<file path="config.mk">
export PLATFORM = sky130hd
export DESIGN_NAME = piano_vga_top
export DESIGN_NICKNAME = d
export VERILOG_FILES = /design/src/piano_pkg.sv /design/src/vga_timing.sv /design/src/key_locator.sv /design/src/key_shade_reg.sv /design/src/pixel_out.sv /design/src/piano_vga_top.sv
export SDC_FILE = /design/constraint.sdc
export NUM_CORES = 1
export LEC_CHECK = 0
export ABC_AREA = 1
export BUFFER_PORTS_ARGS = -buffer_cell sky130_fd_sc_hd__buf_2
export CAP_MARGIN = 20
export CELL_PAD_IN_SITES_DETAIL_PLACEMENT = 1
export CELL_PAD_IN_SITES_GLOBAL_PLACEMENT = 2
export CORE_UTILIZATION = 37
export CTS_CLUSTER_DIAMETER = 150
export DETAILED_ROUTE_END_ITERATION = 12
export GPL_ROUTABILITY_DRIVEN = 0
export PLACE_DENSITY_LB_ADDON = 0.1
export RECOVER_POWER = 50
export SLEW_MARGIN = 20
export SYNTH_ARGS = -nofsm -noshare
export SYNTH_HDL_FRONTEND = slang
export SYNTH_SLANG_ARGS = --single-unit
</file>
<file path="constraint.sdc">
create_clock -name vga_clk -period 14.86 [get_ports vga_clk]
set_clock_uncertainty 0.1 [all_clocks]
set_input_delay 2.972 -clock vga_clk [delete_from_list [all_inputs] [get_ports vga_clk]]
set_output_delay 2.972 -clock vga_clk [all_outputs]
set_load 0.05 [all_outputs]
</file>
<file path="src/piano_pkg.sv">
`default_nettype none

package piano_pkg;

    localparam int NUM_KEYS     = 21;
    localparam int KEYS_PER_ROW = 7;

    typedef logic [9:0]          coord_t;    // pixel / counter position
    typedef logic [11:0]         rgb_t;      // 4:4:4
    typedef logic [4:0]          key_idx_t;
    typedef logic [NUM_KEYS-1:0] key_mask_t; // bit i is key i

    // 640x480 @ 60 Hz
    localparam coord_t H_ACTIVE = 10'd640;
    localparam coord_t H_FRONT  = 10'd16;
    localparam coord_t H_SYNC   = 10'd96;
    localparam coord_t H_TOTAL  = 10'd800;
    localparam coord_t V_ACTIVE = 10'd480;
    localparam coord_t V_FRONT  = 10'd10;
    localparam coord_t V_SYNC   = 10'd2;
    localparam coord_t V_TOTAL  = 10'd525;

    // key geometry
    localparam coord_t KEY_W      = 10'd45;
    localparam coord_t KEY_H      = 10'd40;
    localparam coord_t KEY_PITCH  = 10'd55;
    localparam coord_t KEY_RADIUS = 10'd5;

    // top left corner of the first key in each row
    localparam coord_t ROW0_X = 10'd80;
    localparam coord_t ROW1_X = 10'd110;
    localparam coord_t ROW2_X = 10'd120;
    localparam coord_t ROW0_Y = 10'd120;
    localparam coord_t ROW1_Y = 10'd180;
    localparam coord_t ROW2_Y = 10'd240;

    localparam rgb_t COLOR_BLACK = 12'h000;
    localparam rgb_t COLOR_WHITE = 12'hfff;
    localparam rgb_t COLOR_GREY  = 12'h888;

endpackage

`default_nettype wire

</file>
<file path="src/vga_timing.sv">
`timescale 1ns/1ps
`default_nettype none

module vga_timing
    import piano_pkg::*;
(
    input  logic   vga_clk,
    input  logic   rst,
    output coord_t pix_x,
    output coord_t pix_y,
    output logic   active,
    output logic   hsync_raw,
    output logic   vsync_raw
);

    logic h_last;
    logic v_last;

    assign h_last = (pix_x == H_TOTAL - 10'd1);
    assign v_last = (pix_y == V_TOTAL - 10'd1);

    always_ff @(posedge vga_clk or negedge rst) begin
        if (!rst) begin
            pix_x <= '0;
        end else if (h_last) begin
            pix_x <= '0;
        end else begin
            pix_x <= pix_x + 10'd1;
        end
    end

    // line counter steps once per wrap of pix_x
    always_ff @(posedge vga_clk or negedge rst) begin
        if (!rst) begin
            pix_y <= '0;
        end else if (h_last) begin
            if (v_last) begin
                pix_y <= '0;
            end else begin
                pix_y <= pix_y + 10'd1;
            end
        end
    end

    assign active = (pix_x < H_ACTIVE) && (pix_y < V_ACTIVE);

    // both syncs are active low
    assign hsync_raw = !((pix_x >= H_ACTIVE + H_FRONT) &&
                         (pix_x <  H_ACTIVE + H_FRONT + H_SYNC));
    assign vsync_raw = !((pix_y >= V_ACTIVE + V_FRONT) &&
                         (pix_y <  V_ACTIVE + V_FRONT + V_SYNC));

    a_scan_in_range: assert property (
        @(posedge vga_clk) disable iff (!rst)
        (pix_x < H_TOTAL) && (pix_y < V_TOTAL)
    ) else $error("scan counters out of range x=%0d y=%0d", pix_x, pix_y);

endmodule

`default_nettype wire

</file>
<file path="src/key_locator.sv">
`timescale 1ns/1ps
`default_nettype none

module key_locator
    import piano_pkg::*;
(
    input  coord_t   pix_x,
    input  coord_t   pix_y,
    output logic     key_hit,
    output key_idx_t key_idx
);

    logic     in_row;
    coord_t   row_x;
    coord_t   row_y;
    key_idx_t row_base;
    coord_t   dx;
    coord_t   dy;
    coord_t   col;
    coord_t   rem;
    logic     in_left;
    logic     in_right;
    logic     in_top;
    logic     in_bot;
    coord_t   corner_dx;
    coord_t   corner_dy;
    coord_t   dist_sq;
    logic     corner_ok;

    // row select from the vertical position
    always_comb begin
        in_row   = 1'b1;
        row_x    = ROW0_X;
        row_y    = ROW0_Y;
        row_base = 5'd0;
        if (pix_y >= ROW0_Y && pix_y < ROW0_Y + KEY_H) begin
            row_x    = ROW0_X;
            row_y    = ROW0_Y;
            row_base = 5'd0;
        end else if (pix_y >= ROW1_Y && pix_y < ROW1_Y + KEY_H) begin
            row_x    = ROW1_X;
            row_y    = ROW1_Y;
            row_base = 5'd7;
        end else if (pix_y >= ROW2_Y && pix_y < ROW2_Y + KEY_H) begin
            row_x    = ROW2_X;
            row_y    = ROW2_Y;
            row_base = 5'd14;
        end else begin
            in_row = 1'b0;
        end
    end

    assign dx  = pix_x - row_x;
    assign dy  = pix_y - row_y;
    assign col = dx / KEY_PITCH;
    assign rem = dx % KEY_PITCH;    // position inside the key cell

    assign in_left  = (rem < KEY_RADIUS);
    assign in_right = (rem >= KEY_W - KEY_RADIUS);
    assign in_top   = (dy < KEY_RADIUS);
    assign in_bot   = (dy >= KEY_H - KEY_RADIUS);

    // offsets from the inner corner point of the corner square
    assign corner_dx = in_left ? (KEY_RADIUS - rem) : (rem - (KEY_W - KEY_RADIUS));
    assign corner_dy = in_top  ? (KEY_RADIUS - dy)  : (dy - (KEY_H - KEY_RADIUS));
    assign dist_sq   = corner_dx * corner_dx + corner_dy * corner_dy;

    assign corner_ok = !((in_left || in_right) && (in_top || in_bot)) ||
                       (dist_sq < KEY_RADIUS * KEY_RADIUS);

    assign key_hit = in_row && (pix_x >= row_x) && (col < coord_t'(KEYS_PER_ROW)) &&
                     (rem < KEY_W) && corner_ok;
    assign key_idx = row_base + key_idx_t'(col);

    always_comb begin
        if (key_hit) begin
            a_idx_in_range: assert (key_idx < NUM_KEYS)
                else $error("key index %0d out of range", key_idx);
        end
    end

endmodule

`default_nettype wire

</file>
<file path="src/key_shade_reg.sv">
`timescale 1ns/1ps
`default_nettype none

module key_shade_reg
    import piano_pkg::*;
(
    input  logic      vga_clk,
    input  logic      rst,
    input  key_mask_t key_table,
    output key_mask_t pressed
);

    logic table_empty;

    assign table_empty = (key_table == '0);

    // keys stay shaded until the table reads all zero
    always_ff @(posedge vga_clk or negedge rst) begin
        if (!rst) begin
            pressed <= '0;
        end else if (table_empty) begin
            pressed <= '0;
        end else begin
            pressed <= pressed | key_table;
        end
    end

endmodule

`default_nettype wire

</file>
<file path="src/pixel_out.sv">
`timescale 1ns/1ps
`default_nettype none

module pixel_out
    import piano_pkg::*;
(
    input  logic      vga_clk,
    input  logic      rst,
    input  logic      active,
    input  logic      hsync_raw,
    input  logic      vsync_raw,
    input  logic      key_hit,
    input  key_idx_t  key_idx,
    input  key_mask_t pressed,
    output logic      hsync,
    output logic      vsync,
    output logic [3:0] red,
    output logic [3:0] green,
    output logic [3:0] blue
);

    rgb_t colour;
    logic active_q;

    always_comb begin
        if (!active || !key_hit) begin
            colour = COLOR_BLACK;     // blanking, gaps, top band
        end else if (pressed[key_idx]) begin
            colour = COLOR_GREY;
        end else begin
            colour = COLOR_WHITE;
        end
    end

    // colour and syncs leave together one cycle behind the counters
    always_ff @(posedge vga_clk or negedge rst) begin
        if (!rst) begin
            hsync              <= 1'b1;
            vsync              <= 1'b1;
            active_q           <= 1'b0;
            {red, green, blue} <= COLOR_BLACK;
        end else begin
            hsync              <= hsync_raw;
            vsync              <= vsync_raw;
            active_q           <= active;
            {red, green, blue} <= colour;
        end
    end

    a_black_in_blank: assert property (
        @(posedge vga_clk) disable iff (!rst)
        !active_q |-> ({red, green, blue} == COLOR_BLACK)
    ) else $error("colour not black during blanking");

endmodule

`default_nettype wire

</file>
<file path="src/piano_vga_top.sv">
`timescale 1ns/1ps
`default_nettype none

module piano_vga_top
    import piano_pkg::*;
(
    input  logic       vga_clk,
    input  logic       rst,
    input  key_mask_t  key_table,
    output logic       hsync,
    output logic       vsync,
    output logic [3:0] red,
    output logic [3:0] green,
    output logic [3:0] blue
);

    coord_t    pix_x;
    coord_t    pix_y;
    logic      active;
    logic      hsync_raw;
    logic      vsync_raw;
    logic      key_hit;
    key_idx_t  key_idx;
    key_mask_t pressed;

    vga_timing i_vga_timing (
        .vga_clk   (vga_clk),
        .rst       (rst),
        .pix_x     (pix_x),
        .pix_y     (pix_y),
        .active    (active),
        .hsync_raw (hsync_raw),
        .vsync_raw (vsync_raw)
    );

    key_locator i_key_locator (
        .pix_x   (pix_x),
        .pix_y   (pix_y),
        .key_hit (key_hit),
        .key_idx (key_idx)
    );

    key_shade_reg i_key_shade_reg (
        .vga_clk   (vga_clk),
        .rst       (rst),
        .key_table (key_table),
        .pressed   (pressed)
    );

    pixel_out i_pixel_out (
        .vga_clk   (vga_clk),
        .rst       (rst),
        .active    (active),
        .hsync_raw (hsync_raw),
        .vsync_raw (vsync_raw),
        .key_hit   (key_hit),
        .key_idx   (key_idx),
        .pressed   (pressed),
        .hsync     (hsync),
        .vsync     (vsync),
        .red       (red),
        .green     (green),
        .blue      (blue)
    );

endmodule

`default_nettype wire

</file>
==> summary.json, run 1 <==
{
  "placement": {
    "port-buffer-count": 36,
    "placed_cells": 1384,
    "detailed_place_hpwl_um": 18000
  },
  "synthesis": {
    "ys_seq_elements": 45,
    "dominantRegCellSynth": "dfrtp_1",
    "post_synthesis_cells": 1101,
    "synthesis.nets": 1238,
    "syn-mean-instance-area_um2": 6.92,
    "synth-async-reset-ratio_pct": 100,
    "synthesis.yosys.warnings": 0,
    "syn_area_um2": 7620,
    "synth.distinct_cells": 54,
    "synth-edff-count": 0,
    "seq_area_frac_synth_pct": 14.8
  },
  "cells_and_area": {
    "filler_cell_count": 2631,
    "final_cell_count_no_fill": 1392,
    "antenna-diode-count": 0,
    "seqCellArea_um2": 1130,
    "drive_gt1_share_pct": 12.5,
    "area_growth_syn_to_layout_pct": 6.53,
    "final_nets": 1258,
    "multiInputGateArea_um2": 5400
  },
  "detailed_routing": {
    "routed_wl_um": 20900,
    "post_detailed_route_count_of_antenna_violating_nets": 0,
    "detail_routed_via_count_per_cell": 4.86,
    "routed-via-count": 6760,
    "dr.pass1.iters": 4,
    "drt-initial-drc-count": 197,
    "wl_per_cell_um": 15.0,
    "detail_route.drc_violations": 0
  },
  "timing": {
    "drv_slew": 46,
    "relSlewSlack_pct": -71.1,
    "report.final.setup_viol": 0,
    "layout_min_cycle_time_ns": 13.33,
    "fin_setup_tns_ns": 0,
    "timing_worst_slew_pin_value_ns": 2.57,
    "final_hold_viol_count": 0,
    "max_clock_freq_ghz": 0.0750,
    "grt_setup_unrepaired": "no",
    "finalCritPeriodShare_pct": 89.7
  },
  "die": {
    "fp.coreArea_um2": 20200,
    "design.die.area_um2": 21200,
    "floorplan.initialDensity_pct": 37.7,
    "die_y_um": 146,
    "rows": 52,
    "die_outline_width_um": 146,
    "floorplan.io_pins": 37
  },
  "cts": {
    "tritoncts_buffer_count": 5,
    "clkLatencyLatePin_ns": 0.28,
    "ctsHoldBuffers": 0,
    "cts_max_level": 2,
    "cts.sink_count": 45,
    "root_buffer": "clkbuf_16",
    "post_cts_resize_count": 0,
    "clkSlewWorstSetupHoldPaths_ns": 0.06,
    "postCtsSetupBuffers": 0,
    "ctsLongestPathBuffers": 2,
    "tritoncts": "done"
  },
  "power": {
    "power_frac_seq_pct": 47.1,
    "total_power_mw": 0.260,
    "p_comb_share_pct": 2.4,
    "power.density_cell_area_nw_per_um2": 32.0,
    "leakage_nw": 4.27,
    "swShare_pct": 19.7,
    "switchingPower_mw": 0.0513,
    "share_clk_of_total_power_pct": 50.5,
    "vdd_drop_max_v": 0.0000387,
    "cell_internal_pwr_mw": 0.209
  },
  "outcome": {
    "violated_checks": "capacitance limit, slew limit",
    "status": "complete, but fails checks"
  },
  "worst_setup_path": {
    "most_common_cell_type_on_the_critical_path": "nand2_1",
    "r2r_start": "i_vga_timing.pix_y[4]",
    "crit_buf_inv": 11,
    "crit_fanout": 15,
    "max_stage_delay_ns": 0.54,
    "timing.critical_path.max_delay_family": "adder cells",
    "start_kind": "register",
    "critical_path_capture_point_type": "register",
    "r2r_setup_slack_ns": 1.53,
    "type_of_the_worst_setup_path": "register to register",
    "crit_arrival_ns": 13.45,
    "timing.critical_path.slowest_stage_cell": "fa_1",
    "required_ns": 14.98,
    "startpoint": "i_vga_timing.pix_y[4]"
  },
  "global_route": {
    "track_usage_pct": 20.5,
    "grt_max_degree": 46,
    "grt_pass1_wl_um": 35400,
    "grt_pass1_vias": 7045,
    "initial_antenna_violation_count": 0,
    "grt_residual_overflow": 0
  },
  "min_path": {
    "min-delay-start": "i_key_shade_reg.pressed[18]",
    "hold_class": "register to register"
  },
  "run": {
    "max_cap_viol_count": 1
  }
}
-- per-layer routing --
metal  routed length, µm  global-route usage, %  vias up
met5                   0                      0        -
met4                 248                   3.42        0
met3                 246                   1.19       14
met2               10600                   37.3       48
met1                9830                   27.0     3246
li1                    -                      -     3452
-- cell type report --
class	count	share of cell area [%]
Multi-Input combinational cell	793	66.5
Sequential cell	45	13.9
Inverter	240	11.1
Timing Repair Buffer	36	2.20
Clock inverter	1	0.370
Clock buffer	7	1.76
Tap cell	270	4.16
-- worst reg2reg max path, delay by kind of cell, from the launching register on --
kind | cells | cell delay [ns]
flip-flops | 1 | 0.46
AO/OA/AOI/OAI | 9 | 1.84
AND/OR/NAND/NOR | 40 | 4.81
buffers and inverters | 11 | 1.15
adder cells (fa/ha/maj) | 12 | 4.90
-- sequential cells by signal, indices dropped and copies added (netlist names) --
signal	count
i_key_shade_reg.pressed	21
i_pixel_out.blue	2
i_pixel_out.hsync	1
i_pixel_out.vsync	1
i_vga_timing.pix_x	10
i_vga_timing.pix_y	10
-- kinds of logic (layout without fill, tap and decap cells) --
logic type	after synthesis	count (layout)	share of synthesized area (%)
and+or+nand+nor	525	525	33.1
buffers and inverters	263	284	14.4
adders and majority gates	114	114	23.5
AOI/OAI and AO/OA	109	109	8.49
DFF	45	45	14.8
xor gates and xnor gates	44	44	5.61
muxes	1	1	0.131
-- cell usage after synthesis (3+ instances only) --
library cell  number  area (µm²)
o211ai_1           3        22.5
inv_2             12        45.0
o21ai_1            3        15.0
nor2_4             7        78.8
buf_4             10        75.1
xor2_1            31         272
nand3b_1           4        30.0
nand2_4           13         146
fa_1              49         981
xnor2_1           10        87.6
clkbuf_1           5        18.8
o21bai_1           4        30.0
nor4_1             8        50.1
nor2_1            98         368
o21ai_0           44         220
a22oi_1            3        22.5
nor2_2             4        25.0
buf_6              6        67.6
dfrtp_1           43        1080
ha_1              65         813
a21oi_1           32         160
or2_2              3        18.8
nand2_2           38         238
nand3_1           79         395
nand4_1           14        87.6
nor3_1            14        70.1
nand3_2           12         120
nand2_1          226         848
inv_1            225         845
-- cells in the final DEF (no fill, tap or decap), types with 2 or more instances in the layout --
master / n
a21oi_1: 32
a22oi_1: 3
a31oi_1: 2
a32o_1: 2
buf_2: 35
clkbuf_1: 2
clkbuf_16: 5
clkinv_1: 2
dfrtp_1: 43
dfstp_2: 2
fa_1: 49
ha_1: 65
inv_1: 225
inv_2: 12
nand2_1: 226
nand2_2: 38
nand2_4: 13
nand3_1: 79
nand3_2: 12
nand3b_1: 4
nand4_1: 14
nor2_1: 98
nor2_2: 4
nor2_4: 7
nor3_1: 14
nor4_1: 8
o2111ai_1: 2
o211ai_1: 3
o21ai_0: 44
o21ai_1: 3
o21ai_2: 2
o21bai_1: 4
o22ai_1: 2
o41ai_1: 2
or2_1: 2
or2_2: 3
xnor2_1: 10
xnor3_1: 2
xor2_1: 31
-- worst paths after layout --
path                                               endpoint  depth (start not counted)
worst max-delay path                    i_pixel_out.blue[2]                         72
worst min-delay path            i_key_shade_reg.pressed[18]                          2
worst max register to register          i_pixel_out.blue[2]                         72
worst min register to register  i_key_shade_reg.pressed[18]                          2
max in group asynchronous             i_vga_timing.pix_x[3]                          1
min in group asynchronous       i_key_shade_reg.pressed[14]                          1
-- power groups by stage --
| stage | logic [mW] | clock network (mW) | registers, mW |
|---|---|---|---|
| 2_1_floorplan | 0.000261 | 0 | 0.125 |
| 3_3_place_gp | 0.00657 | 0 | 0.125 |
| 3_5_place_dp | 0.00662 | 0 | 0.125 |
| 4_1_cts | 0.00659 | 0.134 | 0.122 |
| 5_1_grt | 0.00740 | 0.138 | 0.122 |
| 6_report | 0.00631 | 0.131 | 0.123 |
-- per-stage QoR --
| stage | hold WS (ns) | cell area [µm²] | util, % | setup WS, ns |
|---|---|---|---|---|
| 2_1_floorplan | 0.359 | 7620 | - | 3.57 |
| 3_5_place_dp | 0.384 | 7950 | 39.3 | 1.51 |
| 6_report | 0.399 | 8120 | 40.1 | 1.53 |
| 4_1_cts | 0.405 | 8120 | 40.1 | 1.48 |
| 5_1_grt | 0.427 | 8120 | 40.1 | 0.219 |
| 3_3_place_gp | 0.378 | 7950 | 39.3 | 1.82 |
Note: power is estimated with default switching activity, not from simulation.
==> inputs of run 2 (changes only) <==
- BUFFER_PORTS_ARGS: -buffer_cell sky130_fd_sc_hd__buf_2 -> -buffer_cell sky130_fd_sc_hd__clkbuf_2
==> summary.json, run 2 (synthesized netlist as in run 1, its figures left out) <==
{
  "cells_and_area": {
    "regMostFlops": "i_key_shade_reg.pressed",
    "final_nets": 1259,
    "mostFrequentLayoutCells": "226 x nand2_1, 225 x inv_1, 98 x nor2_1, 79 x nand3_1, 65 x ha_1",
    "drive_gt1_share_pct": 12.6,
    "mostFrequentLayoutCell": "nand2_1",
    "flip_flop_count_of_the_largest_register_all_copies_and_words_added": 21,
    "design_area_um2": 8130,
    "final_design_utilization_pct": 40.2,
    "final_cell_count_no_fill": 1393,
    "largestRegisters": "i_key_shade_reg.pressed (21), i_vga_timing.pix_x (10), i_vga_timing.pix_y (10)",
    "area_growth_syn_to_layout_pct": 6.65,
    "antenna-diode-count": 0
  },
  "min_path": {
    "hold_class": "register to register"
  },
  "worst_setup_path": {
    "required_ns": 14.98,
    "start_kind": "register",
    "crit_fanout": 15,
    "type_of_the_worst_setup_path": "register to register",
    "timing.critical_path.slowest_stage_cell": "fa_1",
    "most_common_cell_type_on_the_critical_path": "nand2_1",
    "critical_path_capture_point_type": "register",
    "crit_arrival_ns": 13.53,
    "max_stage_delay_ns": 0.56
  },
  "timing": {
    "final_hold_viol_count": 0,
    "drv_slew": 46,
    "relSlewSlack_pct": -67.8,
    "report.final.setup_viol": 0,
    "timing_worst_slew_pin_value_ns": 2.52,
    "fin_worst_hold_slack_ns": 0.404,
    "max_clock_freq_ghz": 0.0746,
    "fin_setup_tns_ns": 0,
    "layout_min_cycle_time_ns": 13.41,
    "grt_setup_unrepaired": "no",
    "finalCritPeriodShare_pct": 90.2
  },
  "die": {
    "die_outline_width_um": 146,
    "design.die.area_um2": 21200,
    "rows": 52,
    "fp.coreArea_um2": 20200,
    "floorplan.io_pins": 37,
    "die_y_um": 146,
    "floorplan.initialDensity_pct": 37.7
  },
  "cts": {
    "cts.sink_count": 45,
    "clkSlewWorstSetupHoldPaths_ns": 0.06,
    "postCtsSetupBuffers": 0,
    "tritoncts_buffer_count": 5,
    "root_buffer": "clkbuf_16",
    "tritoncts": "done",
    "post_cts_resize_count": 0,
    "ctsLongestPathBuffers": 2,
    "cts_max_level": 2,
    "ctsHoldBuffers": 0,
    "clkLatencyLatePin_ns": 0.29
  },
  "placement": {
    "detailed_place_hpwl_um": 17900,
    "postPlaceCellArea_um2": 7960,
    "placed_cells": 1385,
    "port-buffer-count": 36
  },
  "outcome": {
    "violated_checks": "capacitance limit, slew limit",
    "status": "complete, but fails checks"
  },
  "detailed_routing": {
    "wl_per_cell_um": 14.8,
    "routed-via-count": 6793,
    "dr.pass1.iters": 4,
    "routed_wl_um": 20600,
    "detail_routed_via_count_per_cell": 4.88,
    "drt-initial-drc-count": 153,
    "post_detailed_route_count_of_antenna_violating_nets": 0,
    "detail_route.drc_violations": 0
  },
  "global_route": {
    "grt_pass1_vias": 7167,
    "track_usage_pct": 20.5,
    "grt_pass1_wl_um": 35700,
    "grt_residual_overflow": 0,
    "grt_max_degree": 46,
    "initial_antenna_violation_count": 0
  },
  "power": {
    "leakage_nw": 4.27,
    "power.density_cell_area_nw_per_um2": 32.1,
    "vdd_drop_max_v": 0.0000452
  },
  "run": {
    "max_cap_viol_count": 1
  }
}
## run 2: layer usage
| layer | vias to the layer above | wire, µm | global-route usage [%] |
|---|---|---|---|
| met4 | 0 | 377 | 4.53 |
| met5 | - | 0 | 0 |
| met3 | 25 | 186 | 1.13 |
| met2 | 55 | 10200 | 36.5 |
| li1 | 3459 | - | - |
| met1 | 3254 | 9850 | 27.4 |
## run 2: cell type report
class	count	area [µm²]
multi-input combinational	793	5400
timing repair buffer	37	184
clock buffer	6	139
tap	270	338
clock inverter	2	37.5
sequential	45	1130
inverter	240	903
fill	2610	12100
## run 2: where the power goes
group	switching, mW	leakage (nW)	internal (mW)	total (mW)
Sequential	0.0000000670	0.498	0.123	0.123
Combinational	0.00401	3.69	0.00227	0.00629
Clock	0.0482	0.0831	0.0840	0.132
## run 2: worst paths after layout
kind                                             startpoint                          end  slack [ns]  depth (start not counted)
worst max register to register        i_vga_timing.pix_y[4]          i_pixel_out.blue[2]        1.45                         71
max in group asynchronous                               rst        i_vga_timing.pix_x[1]        9.77                          2
min in group asynchronous                               rst  i_key_shade_reg.pressed[14]        3.45                          2
worst max-delay path                  i_vga_timing.pix_y[4]          i_pixel_out.blue[2]        1.45                         71
worst min register to register  i_key_shade_reg.pressed[16]  i_key_shade_reg.pressed[16]        0.40                          2
worst min-delay path            i_key_shade_reg.pressed[16]  i_key_shade_reg.pressed[16]        0.40                          2
## run 2: stage by stage
stage          power, mW  worst slack, ns
6_report           0.261             1.45
5_1_grt            0.270           0.0460
4_1_cts            0.264             1.40
3_5_place_dp       0.132             1.47
3_3_place_gp       0.131             1.81
2_1_floorplan      0.125             3.57
## run 2: critical path, delay by kind of cell (launching register included)
family / cells / cell delay [ns]
compound gates: 9 / 1.83
buf+inv: 9 / 1.10
flops: 1 / 0.45
fa+ha+maj: 12 / 4.88
simple gates: 41 / 4.96
